File: config.mk
export PLATFORM = sky130hd
export DESIGN_NAME = track_core
export DESIGN_NICKNAME = d
export VERILOG_FILES = /design/src/track_pkg.sv /design/src/track_apb_regs.sv /design/src/track_core_fsm.sv /design/src/track_scan_counter.sv /design/src/track_pe.sv /design/src/track_history.sv /design/src/track_core.sv
export VERILOG_INCLUDE_DIRS = /design/src
export SDC_FILE = /design/constraint.sdc
export NUM_CORES = 2
export LEC_CHECK = 0
export ABC_AREA = 1
export BUFFER_PORTS_ARGS = -buffer_cell sky130_fd_sc_hd__buf_2
export CAP_MARGIN = 20
export CORE_ASPECT_RATIO = 1.75
export CORE_UTILIZATION = 42
export DETAILED_ROUTE_END_ITERATION = 10
export SLEW_MARGIN = 10
export SYNTH_ARGS = -nofsm -noshare
export SYNTH_HDL_FRONTEND = slang
export SYNTH_SLANG_ARGS = --single-unit
File: constraint.sdc
create_clock -name clk -period 9.3 [get_ports clk]
set_input_delay 0.93 -clock clk [delete_from_list [all_inputs] [get_ports clk]]
set_output_delay 0.93 -clock clk [all_outputs]
set_load 0.1 [all_outputs]
File: src/track_cfg.svh
// build-time sizes and APB register map of the bbox tracking core
// include wherever a width or a register address is needed
`ifndef TRACK_CFG_SVH
`define TRACK_CFG_SVH

// ----------------------------------------------------------
// sizes
// ----------------------------------------------------------
`define TRK_PE_NUM      4  // lanes per set
`define TRK_MAX_BBOXES  8  // boxes per frame, also history depth
`define TRK_COORD_W     8
`define TRK_WEIGHT_W    4
`define TRK_SCORE_W     14 // worst case 2*15*510 = 15300
`define TRK_ID_W        6
`define TRK_IDX_W       3  // history index
`define TRK_CNT_W       4  // holds 0..8

// ----------------------------------------------------------
// APB word addresses
// ----------------------------------------------------------
`define TRK_ADDR_WPOS   8'h00
`define TRK_ADDR_WSIZE  8'h04
`define TRK_ADDR_TH     8'h08
`define TRK_ADDR_COUNT  8'h0C

`endif

File: src/track_pkg.sv
// shared types of the tracking core
// modules import it in the body and use scoped names on their ports
`include "track_cfg.svh"

package track_pkg;

	typedef logic [`TRK_COORD_W-1:0]  coord_t;
	typedef logic [`TRK_WEIGHT_W-1:0] weight_t;
	typedef logic [`TRK_SCORE_W-1:0]  score_t;
	typedef logic [`TRK_ID_W-1:0]     track_id_t;
	typedef logic [`TRK_IDX_W-1:0]    hist_idx_t;
	typedef logic [`TRK_CNT_W-1:0]    bbox_cnt_t;

	typedef struct packed {
		coord_t x;
		coord_t y;
		coord_t w;
		coord_t h;
	} bbox_t; // 32 bits

	typedef struct packed {
		logic [`TRK_PE_NUM-1:0]  valid; // lane mask, all ones but the last set
		bbox_t [`TRK_PE_NUM-1:0] bbox;
	} bbox_set_t;

	typedef track_id_t [`TRK_PE_NUM-1:0] id_set_t; // lane 0 in the low bits

	// register values handed to the core
	typedef struct packed {
		weight_t   w_pos;     // on |dx| + |dy|
		weight_t   w_size;    // on |dw| + |dh|
		score_t    threshold; // inherit at or below
		bbox_cnt_t count;     // boxes per frame
	} track_cfg_t;

	typedef enum logic [1:0] {
		ST_WAIT_SET,
		ST_SCAN,
		ST_WRITE,
		ST_SWAP
	} core_state_e;

endpackage

File: src/track_apb_regs.sv
// APB slave with the tracking weights, threshold and frame box count
// no wait states; bad writes answer with pslverr and leave the registers alone
`include "track_cfg.svh"

module track_apb_regs (
	input  logic                  clk,
	input  logic                  rst_n_i,
	input  logic                  psel_i,
	input  logic                  penable_i,
	input  logic                  pwrite_i,
	input  logic [7:0]            paddr_i,
	input  logic [31:0]           pwdata_i,
	output logic [31:0]           prdata_o,
	output logic                  pready_o,
	output logic                  pslverr_o,
	output track_pkg::track_cfg_t cfg_o
);
	import track_pkg::*;

	track_cfg_t cfg_q;
	logic       wr_acc;   // write in the access phase
	logic       addr_hit; // one of the four registers
	logic       cnt_bad;  // count outside 1..max

	assign wr_acc   = psel_i & penable_i & pwrite_i;
	assign addr_hit = (paddr_i == `TRK_ADDR_WPOS) | (paddr_i == `TRK_ADDR_WSIZE) |
	                  (paddr_i == `TRK_ADDR_TH) | (paddr_i == `TRK_ADDR_COUNT);
	assign cnt_bad  = (paddr_i == `TRK_ADDR_COUNT) &&
	                  ((pwdata_i == 32'd0) || (pwdata_i > `TRK_MAX_BBOXES));

	assign pready_o  = 1'b1;
	assign pslverr_o = wr_acc & (~addr_hit | cnt_bad);

	// ----------------------------------------------------------
	// register writes
	// ----------------------------------------------------------
	always_ff @(posedge clk) begin
		if (!rst_n_i) begin
			cfg_q.w_pos     <= weight_t'(1);
			cfg_q.w_size    <= weight_t'(1);
			cfg_q.threshold <= score_t'(20);
			cfg_q.count     <= bbox_cnt_t'(4); // one full set
		end else if (wr_acc && !pslverr_o) begin
			case (paddr_i)
				`TRK_ADDR_WPOS:  cfg_q.w_pos     <= pwdata_i[`TRK_WEIGHT_W-1:0];
				`TRK_ADDR_WSIZE: cfg_q.w_size    <= pwdata_i[`TRK_WEIGHT_W-1:0];
				`TRK_ADDR_TH:    cfg_q.threshold <= pwdata_i[`TRK_SCORE_W-1:0];
				`TRK_ADDR_COUNT: cfg_q.count     <= pwdata_i[`TRK_CNT_W-1:0];
				default: ;
			endcase
		end
	end

	// read mux, zero extended
	always_comb begin
		prdata_o = '0;
		case (paddr_i)
			`TRK_ADDR_WPOS:  prdata_o[`TRK_WEIGHT_W-1:0] = cfg_q.w_pos;
			`TRK_ADDR_WSIZE: prdata_o[`TRK_WEIGHT_W-1:0] = cfg_q.w_size;
			`TRK_ADDR_TH:    prdata_o[`TRK_SCORE_W-1:0]  = cfg_q.threshold;
			`TRK_ADDR_COUNT: prdata_o[`TRK_CNT_W-1:0]    = cfg_q.count;
			default:         prdata_o = '0; // unmapped reads as zero
		endcase
	end

	assign cfg_o = cfg_q;

endmodule

File: src/track_core_fsm.sv
// frame sequencer: accepts a set, runs the history scan, issues the write
// and swaps the history banks once the frame's last set is written
`include "track_cfg.svh"

module track_core_fsm (
	input  logic                  clk,
	input  logic                  rst_n_i,
	input  logic                  set_valid_i,
	input  track_pkg::track_cfg_t cfg_i,
	input  logic                  scan_last_i,
	input  track_pkg::bbox_cnt_t  prev_count_i,
	output logic                  set_ready_o,
	output logic                  scan_start_o,
	output logic                  lane_clear_o,
	output logic                  write_en_o,
	output logic                  swap_o,
	output track_pkg::track_cfg_t cfg_o
);
	import track_pkg::*;

	core_state_e state;
	core_state_e state_nxt;
	track_cfg_t  cfg_q;      // settings of the frame in flight
	bbox_cnt_t   boxes_done; // boxes of this frame already written
	logic        ready_q;
	logic        xfer;       // set accepted this clock
	logic        last_set;   // current set closes the frame

	assign xfer     = set_valid_i & ready_q;
	assign last_set = (boxes_done + bbox_cnt_t'(`TRK_PE_NUM)) >= cfg_q.count;

	always_comb begin
		state_nxt = state;
		case (state)
			ST_WAIT_SET: if (xfer) begin
				// empty history goes straight to the write
				state_nxt = (prev_count_i != '0) ? ST_SCAN : ST_WRITE;
			end
			ST_SCAN:  if (scan_last_i) state_nxt = ST_WRITE;
			ST_WRITE: state_nxt = last_set ? ST_SWAP : ST_WAIT_SET;
			ST_SWAP:  state_nxt = ST_WAIT_SET;
			default:  state_nxt = ST_WAIT_SET;
		endcase
	end

	always_ff @(posedge clk) begin
		if (!rst_n_i) begin
			state      <= ST_WAIT_SET;
			ready_q    <= 1'b0;
			boxes_done <= '0;
			cfg_q      <= '0;
		end else begin
			state   <= state_nxt;
			ready_q <= (state_nxt == ST_WAIT_SET);
			if (xfer && boxes_done == '0)
				cfg_q <= cfg_i; // frozen for the whole frame
			if (state == ST_WRITE)
				boxes_done <= last_set ? '0 : boxes_done + bbox_cnt_t'(`TRK_PE_NUM);
		end
	end

	assign set_ready_o  = ready_q;
	assign scan_start_o = xfer & (prev_count_i != '0);
	assign lane_clear_o = xfer;                // lanes take their box here
	assign write_en_o   = (state == ST_WRITE);
	assign swap_o       = (state == ST_SWAP);
	assign cfg_o        = cfg_q;

endmodule

File: src/track_scan_counter.sv
// history index stepper for the scan phase
// presents 0..P-1 on consecutive cycles after a start pulse
`include "track_cfg.svh"

module track_scan_counter (
	input  logic                 clk,
	input  logic                 rst_n_i,
	input  logic                 scan_start_i,
	input  track_pkg::bbox_cnt_t prev_count_i,
	output track_pkg::hist_idx_t hist_idx_o,
	output logic                 scan_last_o,
	output logic                 step_o
);
	import track_pkg::*;

	hist_idx_t idx_q;
	logic      run_q;    // an index is on the bus
	bbox_cnt_t last_cnt; // P-1

	assign last_cnt    = prev_count_i - 1'b1;
	assign scan_last_o = run_q & (idx_q == last_cnt[`TRK_IDX_W-1:0]);

	always_ff @(posedge clk) begin
		if (!rst_n_i) begin
			run_q <= 1'b0;
			idx_q <= '0;
		end else if (scan_start_i) begin
			run_q <= 1'b1;
			idx_q <= '0;
		end else if (run_q) begin
			if (scan_last_o)
				run_q <= 1'b0; // stop on the last entry
			else
				idx_q <= idx_q + 1'b1;
		end
	end

	assign hist_idx_o = idx_q;
	assign step_o     = run_q;

endmodule

File: src/track_pe.sv
// one tracking lane: scores its box against each presented history box
// and keeps the lowest score, the earlier index winning a tie
`include "track_cfg.svh"

module track_pe (
	input  logic                  clk,
	input  logic                  rst_n_i,
	input  logic                  clear_i,
	input  track_pkg::bbox_t      bbox_i,
	input  track_pkg::bbox_t      hist_bbox_i,
	input  track_pkg::hist_idx_t  hist_idx_i,
	input  logic                  step_i,
	input  track_pkg::track_cfg_t cfg_i,
	output logic                  match_o,
	output track_pkg::hist_idx_t  best_idx_o
);
	import track_pkg::*;

	bbox_t                 box_q;  // lane box, taken at the transfer
	score_t                best_q;
	hist_idx_t             idx_q;
	logic                  seen_q; // at least one entry scored
	coord_t                dx;
	coord_t                dy;
	coord_t                dw;
	coord_t                dh;
	logic [`TRK_COORD_W:0] pos_sum;
	logic [`TRK_COORD_W:0] size_sum;
	score_t                pos_term;
	score_t                size_term;
	score_t                score;

	function automatic coord_t absdiff(input coord_t a, input coord_t b);
		return (a > b) ? a - b : b - a;
	endfunction

	// ----------------------------------------------------------
	// weighted distance
	// ----------------------------------------------------------
	assign dx        = absdiff(box_q.x, hist_bbox_i.x);
	assign dy        = absdiff(box_q.y, hist_bbox_i.y);
	assign dw        = absdiff(box_q.w, hist_bbox_i.w);
	assign dh        = absdiff(box_q.h, hist_bbox_i.h);
	assign pos_sum   = {1'b0, dx} + {1'b0, dy};
	assign size_sum  = {1'b0, dw} + {1'b0, dh};
	assign pos_term  = cfg_i.w_pos * pos_sum;   // widened to score width
	assign size_term = cfg_i.w_size * size_sum;
	assign score     = pos_term + size_term;

	always_ff @(posedge clk) begin
		if (!rst_n_i || clear_i)
			seen_q <= 1'b0;
		else if (step_i)
			seen_q <= 1'b1;
	end

	always_ff @(posedge clk) begin
		if (clear_i) begin
			box_q <= bbox_i;
		end else if (step_i && (!seen_q || score < best_q)) begin
			best_q <= score; // strict less keeps the lower index
			idx_q  <= hist_idx_i;
		end
	end

	assign match_o    = seen_q & (best_q <= cfg_i.threshold);
	assign best_idx_o = idx_q;

endmodule

File: src/track_history.sv
// two-bank store of boxes and track IDs: previous frame on the read side,
// current frame filled on the write side; also hands out new IDs
`include "track_cfg.svh"

module track_history (
	input  logic                                   clk,
	input  logic                                   rst_n_i,
	input  track_pkg::bbox_set_t                   set_i,
	input  logic                                   load_i,
	input  track_pkg::hist_idx_t                   hist_idx_i,
	input  logic [`TRK_PE_NUM-1:0]                 match_i,
	input  track_pkg::hist_idx_t [`TRK_PE_NUM-1:0] best_idx_i,
	input  logic                                   write_en_i,
	input  logic                                   swap_i,
	output track_pkg::bbox_t                       hist_bbox_o,
	output track_pkg::bbox_cnt_t                   prev_count_o,
	output logic                                   ids_valid_o,
	output track_pkg::id_set_t                     ids_o
);
	import track_pkg::*;

	bbox_t     box_mem [2][`TRK_MAX_BBOXES];
	track_id_t id_mem  [2][`TRK_MAX_BBOXES];
	bbox_set_t set_q;      // set being processed
	logic      rd_bank;    // holds the previous frame
	logic      wr_bank;
	bbox_cnt_t wr_ptr;     // next free slot of the write bank
	bbox_cnt_t prev_cnt;
	track_id_t next_id;
	id_set_t   ids_q;
	logic      valid_q;
	id_set_t   lane_id;    // resolved ID per lane
	bbox_cnt_t lane_slot [`TRK_PE_NUM];
	bbox_cnt_t n_valid;
	track_id_t n_new;

	assign wr_bank     = ~rd_bank;
	assign hist_bbox_o = box_mem[rd_bank][hist_idx_i]; // shared by all lanes

	// inherit or allocate, new IDs in lane order
	always_comb begin
		n_valid = '0;
		n_new   = '0;
		lane_id = '0;
		for (int l = 0; l < `TRK_PE_NUM; l++) begin
			lane_slot[l] = wr_ptr + n_valid;
			if (set_q.valid[l]) begin
				if (match_i[l]) begin
					lane_id[l] = id_mem[rd_bank][best_idx_i[l]];
				end else begin
					lane_id[l] = next_id + n_new;
					n_new      = n_new + 1'b1;
				end
				n_valid = n_valid + 1'b1;
			end
		end
	end

	always_ff @(posedge clk) begin
		if (!rst_n_i) begin
			rd_bank  <= 1'b0;
			wr_ptr   <= '0;
			prev_cnt <= '0;
			next_id  <= track_id_t'(1);
			valid_q  <= 1'b0;
		end else begin
			valid_q <= write_en_i; // one pulse per set
			if (write_en_i) begin
				wr_ptr  <= wr_ptr + n_valid;
				next_id <= next_id + n_new;
			end
			if (swap_i) begin
				rd_bank  <= wr_bank;
				prev_cnt <= wr_ptr;
				wr_ptr   <= '0;
			end
		end
	end

	// ----------------------------------------------------------
	// storage and result word
	// ----------------------------------------------------------
	always_ff @(posedge clk) begin
		if (load_i)
			set_q <= set_i;
		if (write_en_i) begin
			ids_q <= lane_id;
			for (int l = 0; l < `TRK_PE_NUM; l++) begin
				if (set_q.valid[l]) begin
					box_mem[wr_bank][lane_slot[l][`TRK_IDX_W-1:0]] <= set_q.bbox[l];
					id_mem[wr_bank][lane_slot[l][`TRK_IDX_W-1:0]]  <= lane_id[l];
				end
			end
		end
	end

	assign prev_count_o = prev_cnt;
	assign ids_valid_o  = valid_q;
	assign ids_o        = ids_q;

endmodule

File: src/track_core.sv
// top of the bbox tracking core: APB registers, frame FSM, scan counter,
// one scoring lane per set position and the two-bank history
`include "track_cfg.svh"

module track_core (
	input  logic                 clk,
	input  logic                 rst_n_i,
	// APB
	input  logic                 psel_i,
	input  logic                 penable_i,
	input  logic                 pwrite_i,
	input  logic [7:0]           paddr_i,
	input  logic [31:0]          pwdata_i,
	output logic [31:0]          prdata_o,
	output logic                 pready_o,
	output logic                 pslverr_o,
	// set input
	input  logic                 set_valid_i,
	output logic                 set_ready_o,
	input  track_pkg::bbox_set_t set_i,
	// results
	output logic                 ids_valid_o,
	output track_pkg::id_set_t   ids_o
);
	import track_pkg::*;

	track_cfg_t                   cfg_reg;    // live register values
	track_cfg_t                   cfg_lat;    // frame copy from the FSM
	logic                         scan_start;
	logic                         scan_last;
	logic                         scan_step;
	logic                         lane_clear;
	logic                         write_en;
	logic                         swap;
	hist_idx_t                    hist_idx;
	bbox_t                        hist_bbox;
	bbox_cnt_t                    prev_count;
	logic [`TRK_PE_NUM-1:0]       match;
	hist_idx_t [`TRK_PE_NUM-1:0]  best_idx;

	track_apb_regs track_apb_regs_inst (
		.clk(clk), .rst_n_i(rst_n_i),
		.psel_i(psel_i), .penable_i(penable_i), .pwrite_i(pwrite_i),
		.paddr_i(paddr_i), .pwdata_i(pwdata_i), .prdata_o(prdata_o),
		.pready_o(pready_o), .pslverr_o(pslverr_o), .cfg_o(cfg_reg)
	);

	track_core_fsm track_core_fsm_inst (
		.clk(clk), .rst_n_i(rst_n_i),
		.set_valid_i(set_valid_i), .cfg_i(cfg_reg),
		.scan_last_i(scan_last), .prev_count_i(prev_count),
		.set_ready_o(set_ready_o), .scan_start_o(scan_start),
		.lane_clear_o(lane_clear), .write_en_o(write_en),
		.swap_o(swap), .cfg_o(cfg_lat)
	);

	track_scan_counter track_scan_counter_inst (
		.clk(clk), .rst_n_i(rst_n_i),
		.scan_start_i(scan_start), .prev_count_i(prev_count),
		.hist_idx_o(hist_idx), .scan_last_o(scan_last), .step_o(scan_step)
	);

	// one lane per set position
	for (genvar g = 0; g < `TRK_PE_NUM; g++) begin : g_lane
		track_pe track_pe_inst (
			.clk(clk), .rst_n_i(rst_n_i),
			.clear_i(lane_clear), .bbox_i(set_i.bbox[g]),
			.hist_bbox_i(hist_bbox), .hist_idx_i(hist_idx),
			.step_i(scan_step), .cfg_i(cfg_lat),
			.match_o(match[g]), .best_idx_o(best_idx[g])
		);
	end

	track_history track_history_inst (
		.clk(clk), .rst_n_i(rst_n_i),
		.set_i(set_i), .load_i(lane_clear), .hist_idx_i(hist_idx),
		.match_i(match), .best_idx_i(best_idx),
		.write_en_i(write_en), .swap_i(swap),
		.hist_bbox_o(hist_bbox), .prev_count_o(prev_count),
		.ids_valid_o(ids_valid_o), .ids_o(ids_o)
	);

endmodule

==> metrics.md <==
| Metric | Value |
|---|---|
| Result of the run | complete, but fails checks |
| Failing checks | negative setup slack |
| Worst Tran Pin Value | around 1.3 ns |
| Share of synthesized flip-flops with an asynchronous set or reset | 0% |
| Power density over the cells | between 300 and 400 nW/um^2 |
| Post-detail-place hpwl | around 220 mm |
| Pin count of the biggest net entering global routing | 68 |
| Setup tns final | -5.97 ns |
| Min setup slack post-route | -0.214 ns |
| Final net count | just under 10000 |
| Most common library cell in the layout ignoring fill and taps | nand2_1 |
| Via count of the routed design | 64800 |
| Design area | 86400 um^2 |
| Crit share post-route | 102% |
| Setup repair after global routing missed its margin | true |
| Clock edge transition at the registers on the reported setup and hold paths | ~0.080 ns |
| Met1 track utilization from global routing | between 30% and 40% |
| Iteration count of the initial detailed-routing pass | 6 |
| Synth Area in Adders | between 15 and 20% |
| Synthesized-area fraction occupied by ao, oa, aoi and oai cells | roughly 16% |
| Worst-Skew Late Latency | about 0.75 ns |
| CP max-delay cell | fa_1 |
| Endpoint class of the critical path | register |
| Syn-to-layout area delta | 25.5% |
| Final critical path time including I/O delays and setup | around 9.5 ns |
| GP Congestion | roughly 1.1 |
| Worst slew margin relative to its limit | approximately 15% |
| Required time of the critical path | roughly 9.7 ns |
| Delay of the slowest critical-path stage | 0.55 ns |
| Kind of start point of the critical path | register |
| Die Outline Area | about 170000 um^2 |
| Wire length of the first global-routing pass | 427 mm |
| Worst Hold Margin | ~0.35 ns |
| Post-placement cell count | approximately 11000 |
| Highest achievable clock rate | roughly 110 MHz |
| Post-synthesis instance area | between 60000 and 70000 um^2 |
| Clk_skew | roughly 0.1 ns |
| Seq/Total Area, Yosys | slightly below 40% |
| Share of cell area taken by muxes after synthesis | under 10% |
| Flop and latch count out of synthesis | 911 |
| Count of cell types in the netlist | 70 |
| Remaining design rule violation count | 0 |
| Inserted Clock Buffers | 91 |
| Total count of max-transition violations in the final report | 0 |
| Cell leakage power | 37.6 nW |
| Count of maximum capacitance violations | 0 |
| Worst vdd ir | 253 uV |
| Vias in the first global route | roughly 63000 |
| End-of-flow core utilization | a little over half |
| Post-layout power | roughly 28 mW |
| Hold Crit Class | in2reg |
| Share of final-layout standard cells stronger than drive strength 1 | roughly 25% |
| Total wire length | between 300 and 400 mm |
| Most frequent cells in the layout | 1124 x nand2_1, 1001 x buf_4, 956 x inv_1, 832 x edfxtp_1, 555 x nor2_1 |
| Number of vias per cell after detailed routing | roughly 6 |
| Dominant combinational cell family by area after synthesis | adder cells |
| Final setup violation count | 55 |
| Most used flip-flop cell after synthesis | edfxtp_1 |
| Xor/xnor cell area share of the yosys netlist | 2.77% |
| Total clock sinks | around 910 |
| CP Class | reg2reg |
| Number of hold violations in the final report | 0 |
| Crit-path most repeated cell | buf_4 |
| Met2 track demand over resource in global routing | approximately three fifths |
| Maximum fanout along the worst path | 8 |
| Simple-gate area share of the yosys netlist | 15.0% |
| Maximum buffer depth of the clock tree | 3 |
| Final Non-Filler Cells | about 11000 |
| Average footprint of a synthesized cell | slightly below 9 um^2 |
| Die width | 308 um |
| Yosys warning count | 0 |
| CTS Root Buffer Type | clkbuf_16 |
| CP arrival | 9.89 ns |
| Pre-CTS setup slack | -0.706 ns |
| Count of port buffers added during placement | about 220 |
| Placement Cell Area | around 79000 um^2 |
| Busiest grt layer | met2 |
| Total grt overflow | 0 |
| H-tree levels | 3 |
| Total track usage | a little over a third |
| Die boundary height | 537 um |
| Routed length per instance | 27.6 um |
| Clock tree from TritonCTS | built |
| Std cell rows | about 200 |
| Starting Density | 42.3% |
| Number of enable-type register cells in the synthesized netlist | ~830 |
| Global-route met3 utilization | between 7 and 8% |
| Top-level port count | roughly 240 |
| Violation count after the first detailed-routing iteration | around 7000 |
| Core Box Area | around 160000 um^2 |
| Final antenna-violating net count | 0 |
| Cell count after synthesis | a little under 8000 |
| Antenna violations before repair | 15 |
[cells by family after synthesis]
| kind of cell | Yosys count |
|---|---|
| AND/OR/NAND/NOR | 2387 |
| AO/OA/AOI/OAI | 1840 |
| buffers and inverters | 1535 |
| flip-flops | 911 |
| adder cells (fa/ha/maj) | 784 |
| XOR/XNOR | 217 |
| multiplexers | 127 |
| other | 2 |
[state kept, by name, summed over array words and instances (netlist names), 2 cells and up, named ones only]
register / count
track_history_inst.box_mem: 512
track_history_inst.set_q: 132
track_history_inst.id_mem: 96
g_lane.track_pe_inst.best_q: 56
track_apb_regs_inst.cfg_o: 26
track_core_fsm_inst.cfg_o: 26
track_history_inst.ids_o: 24
g_lane.track_pe_inst.best_idx_o: 12
track_history_inst.next_id: 6
track_history_inst.prev_count_o: 4
track_history_inst.wr_ptr: 4
track_scan_counter_inst.hist_idx_o: 3
track_core_fsm_inst.boxes_done: 2
track_core_fsm_inst.state: 2
[critical path, delay by kind of cell (launching register included)]
family	cells	cell delay, ns
adder cells (fa/ha/maj)	8	3.08
XOR/XNOR	3	0.66
AO/OA/AOI/OAI	12	1.75
AND/OR/NAND/NOR	7	0.83
buffers and inverters	17	2.10
flip-flops	1	0.40
multiplexers	1	0.32
[layer usage]
metal | routed length [um] | vias up
li1 | - | 28900
met1 | 101000 | 30800
met2 | 142000 | 3823
met3 | 26500 | 1285
met4 | 36700 | 10
met5 | 67 | -
[what timing repair did]
item                                    CTS  global route
hold buffers                              0             0
pin swaps                               105           237
gates resized for setup                 262           457
endpoints found under the setup margin   68            68
buffers inserted                         43            59
gates cloned                              9            10
[final timing paths]
path	start	end	slack [ns]	depth (start not counted)
worst max-delay path	register	g_lane[0].track_pe_inst.best_q[11]	-0.21	48
worst min-delay path	set_i[89]	track_history_inst.set_q[89]	0.35	1
worst max register to register	register	g_lane[0].track_pe_inst.best_q[11]	-0.21	48
worst min register to register	track_history_inst.prev_count_o[3]	track_history_inst.prev_count_o[3]	0.47	2
[cell usage after synthesis (23+ instances only)]
| cell type | n | share of area, % |
|---|---|---|
| a21o_1 | 26 | 0.28 |
| nand2_2 | 23 | 0.21 |
| or2_2 | 26 | 0.24 |
| dfxtp_1 | 79 | 2.3 |
| o211ai_1 | 62 | 0.68 |
| o21ai_1 | 26 | 0.19 |
| fa_1 | 238 | 6.9 |
| nand3_1 | 311 | 2.3 |
| inv_2 | 54 | 0.29 |
| o21ai_0 | 589 | 4.3 |
| a21oi_1 | 393 | 2.9 |
| nand2_1 | 1202 | 6.6 |
| xor2_1 | 147 | 1.9 |
| mux2i_1 | 106 | 1.5 |
| ha_1 | 546 | 9.9 |
| o221ai_1 | 128 | 1.6 |
| o32ai_1 | 29 | 0.37 |
| buf_2 | 132 | 0.96 |
| nand3_2 | 24 | 0.35 |
| clkinv_1 | 31 | 0.17 |
| buf_4 | 35 | 0.38 |
| nand4_1 | 81 | 0.74 |
| clkbuf_1 | 246 | 1.3 |
| edfxtp_1 | 832 | 36 |
| nor2_1 | 601 | 3.3 |
| nor3_1 | 38 | 0.28 |
| inv_1 | 1001 | 5.5 |
| xnor2_1 | 69 | 0.88 |
| o22ai_1 | 516 | 4.7 |
[power breakdown]
group	internal (mW)	switching (mW)	total, mW
sequential	5.17	0.357	5.53
combinational	8.06	10.4	18.4
clock	2.21	1.78	3.98
[cell type report]
| class | instances | area [um^2] |
|---|---|---|
| fill | 14800 | 76500 |
| multi-input combinational | 5374 | 38900 |
| sequential | 911 | 26600 |
| timing repair buffer | 1348 | 10800 |
| inverter | 1088 | 4150 |
| tap | 2178 | 2730 |
| clock buffer | 112 | 2440 |
| clock inverter | 59 | 741 |
| antenna | 5 | 12.5 |
| timing repair inverter | 1 | 11.3 |
Power figures use the tool's default switching activity.
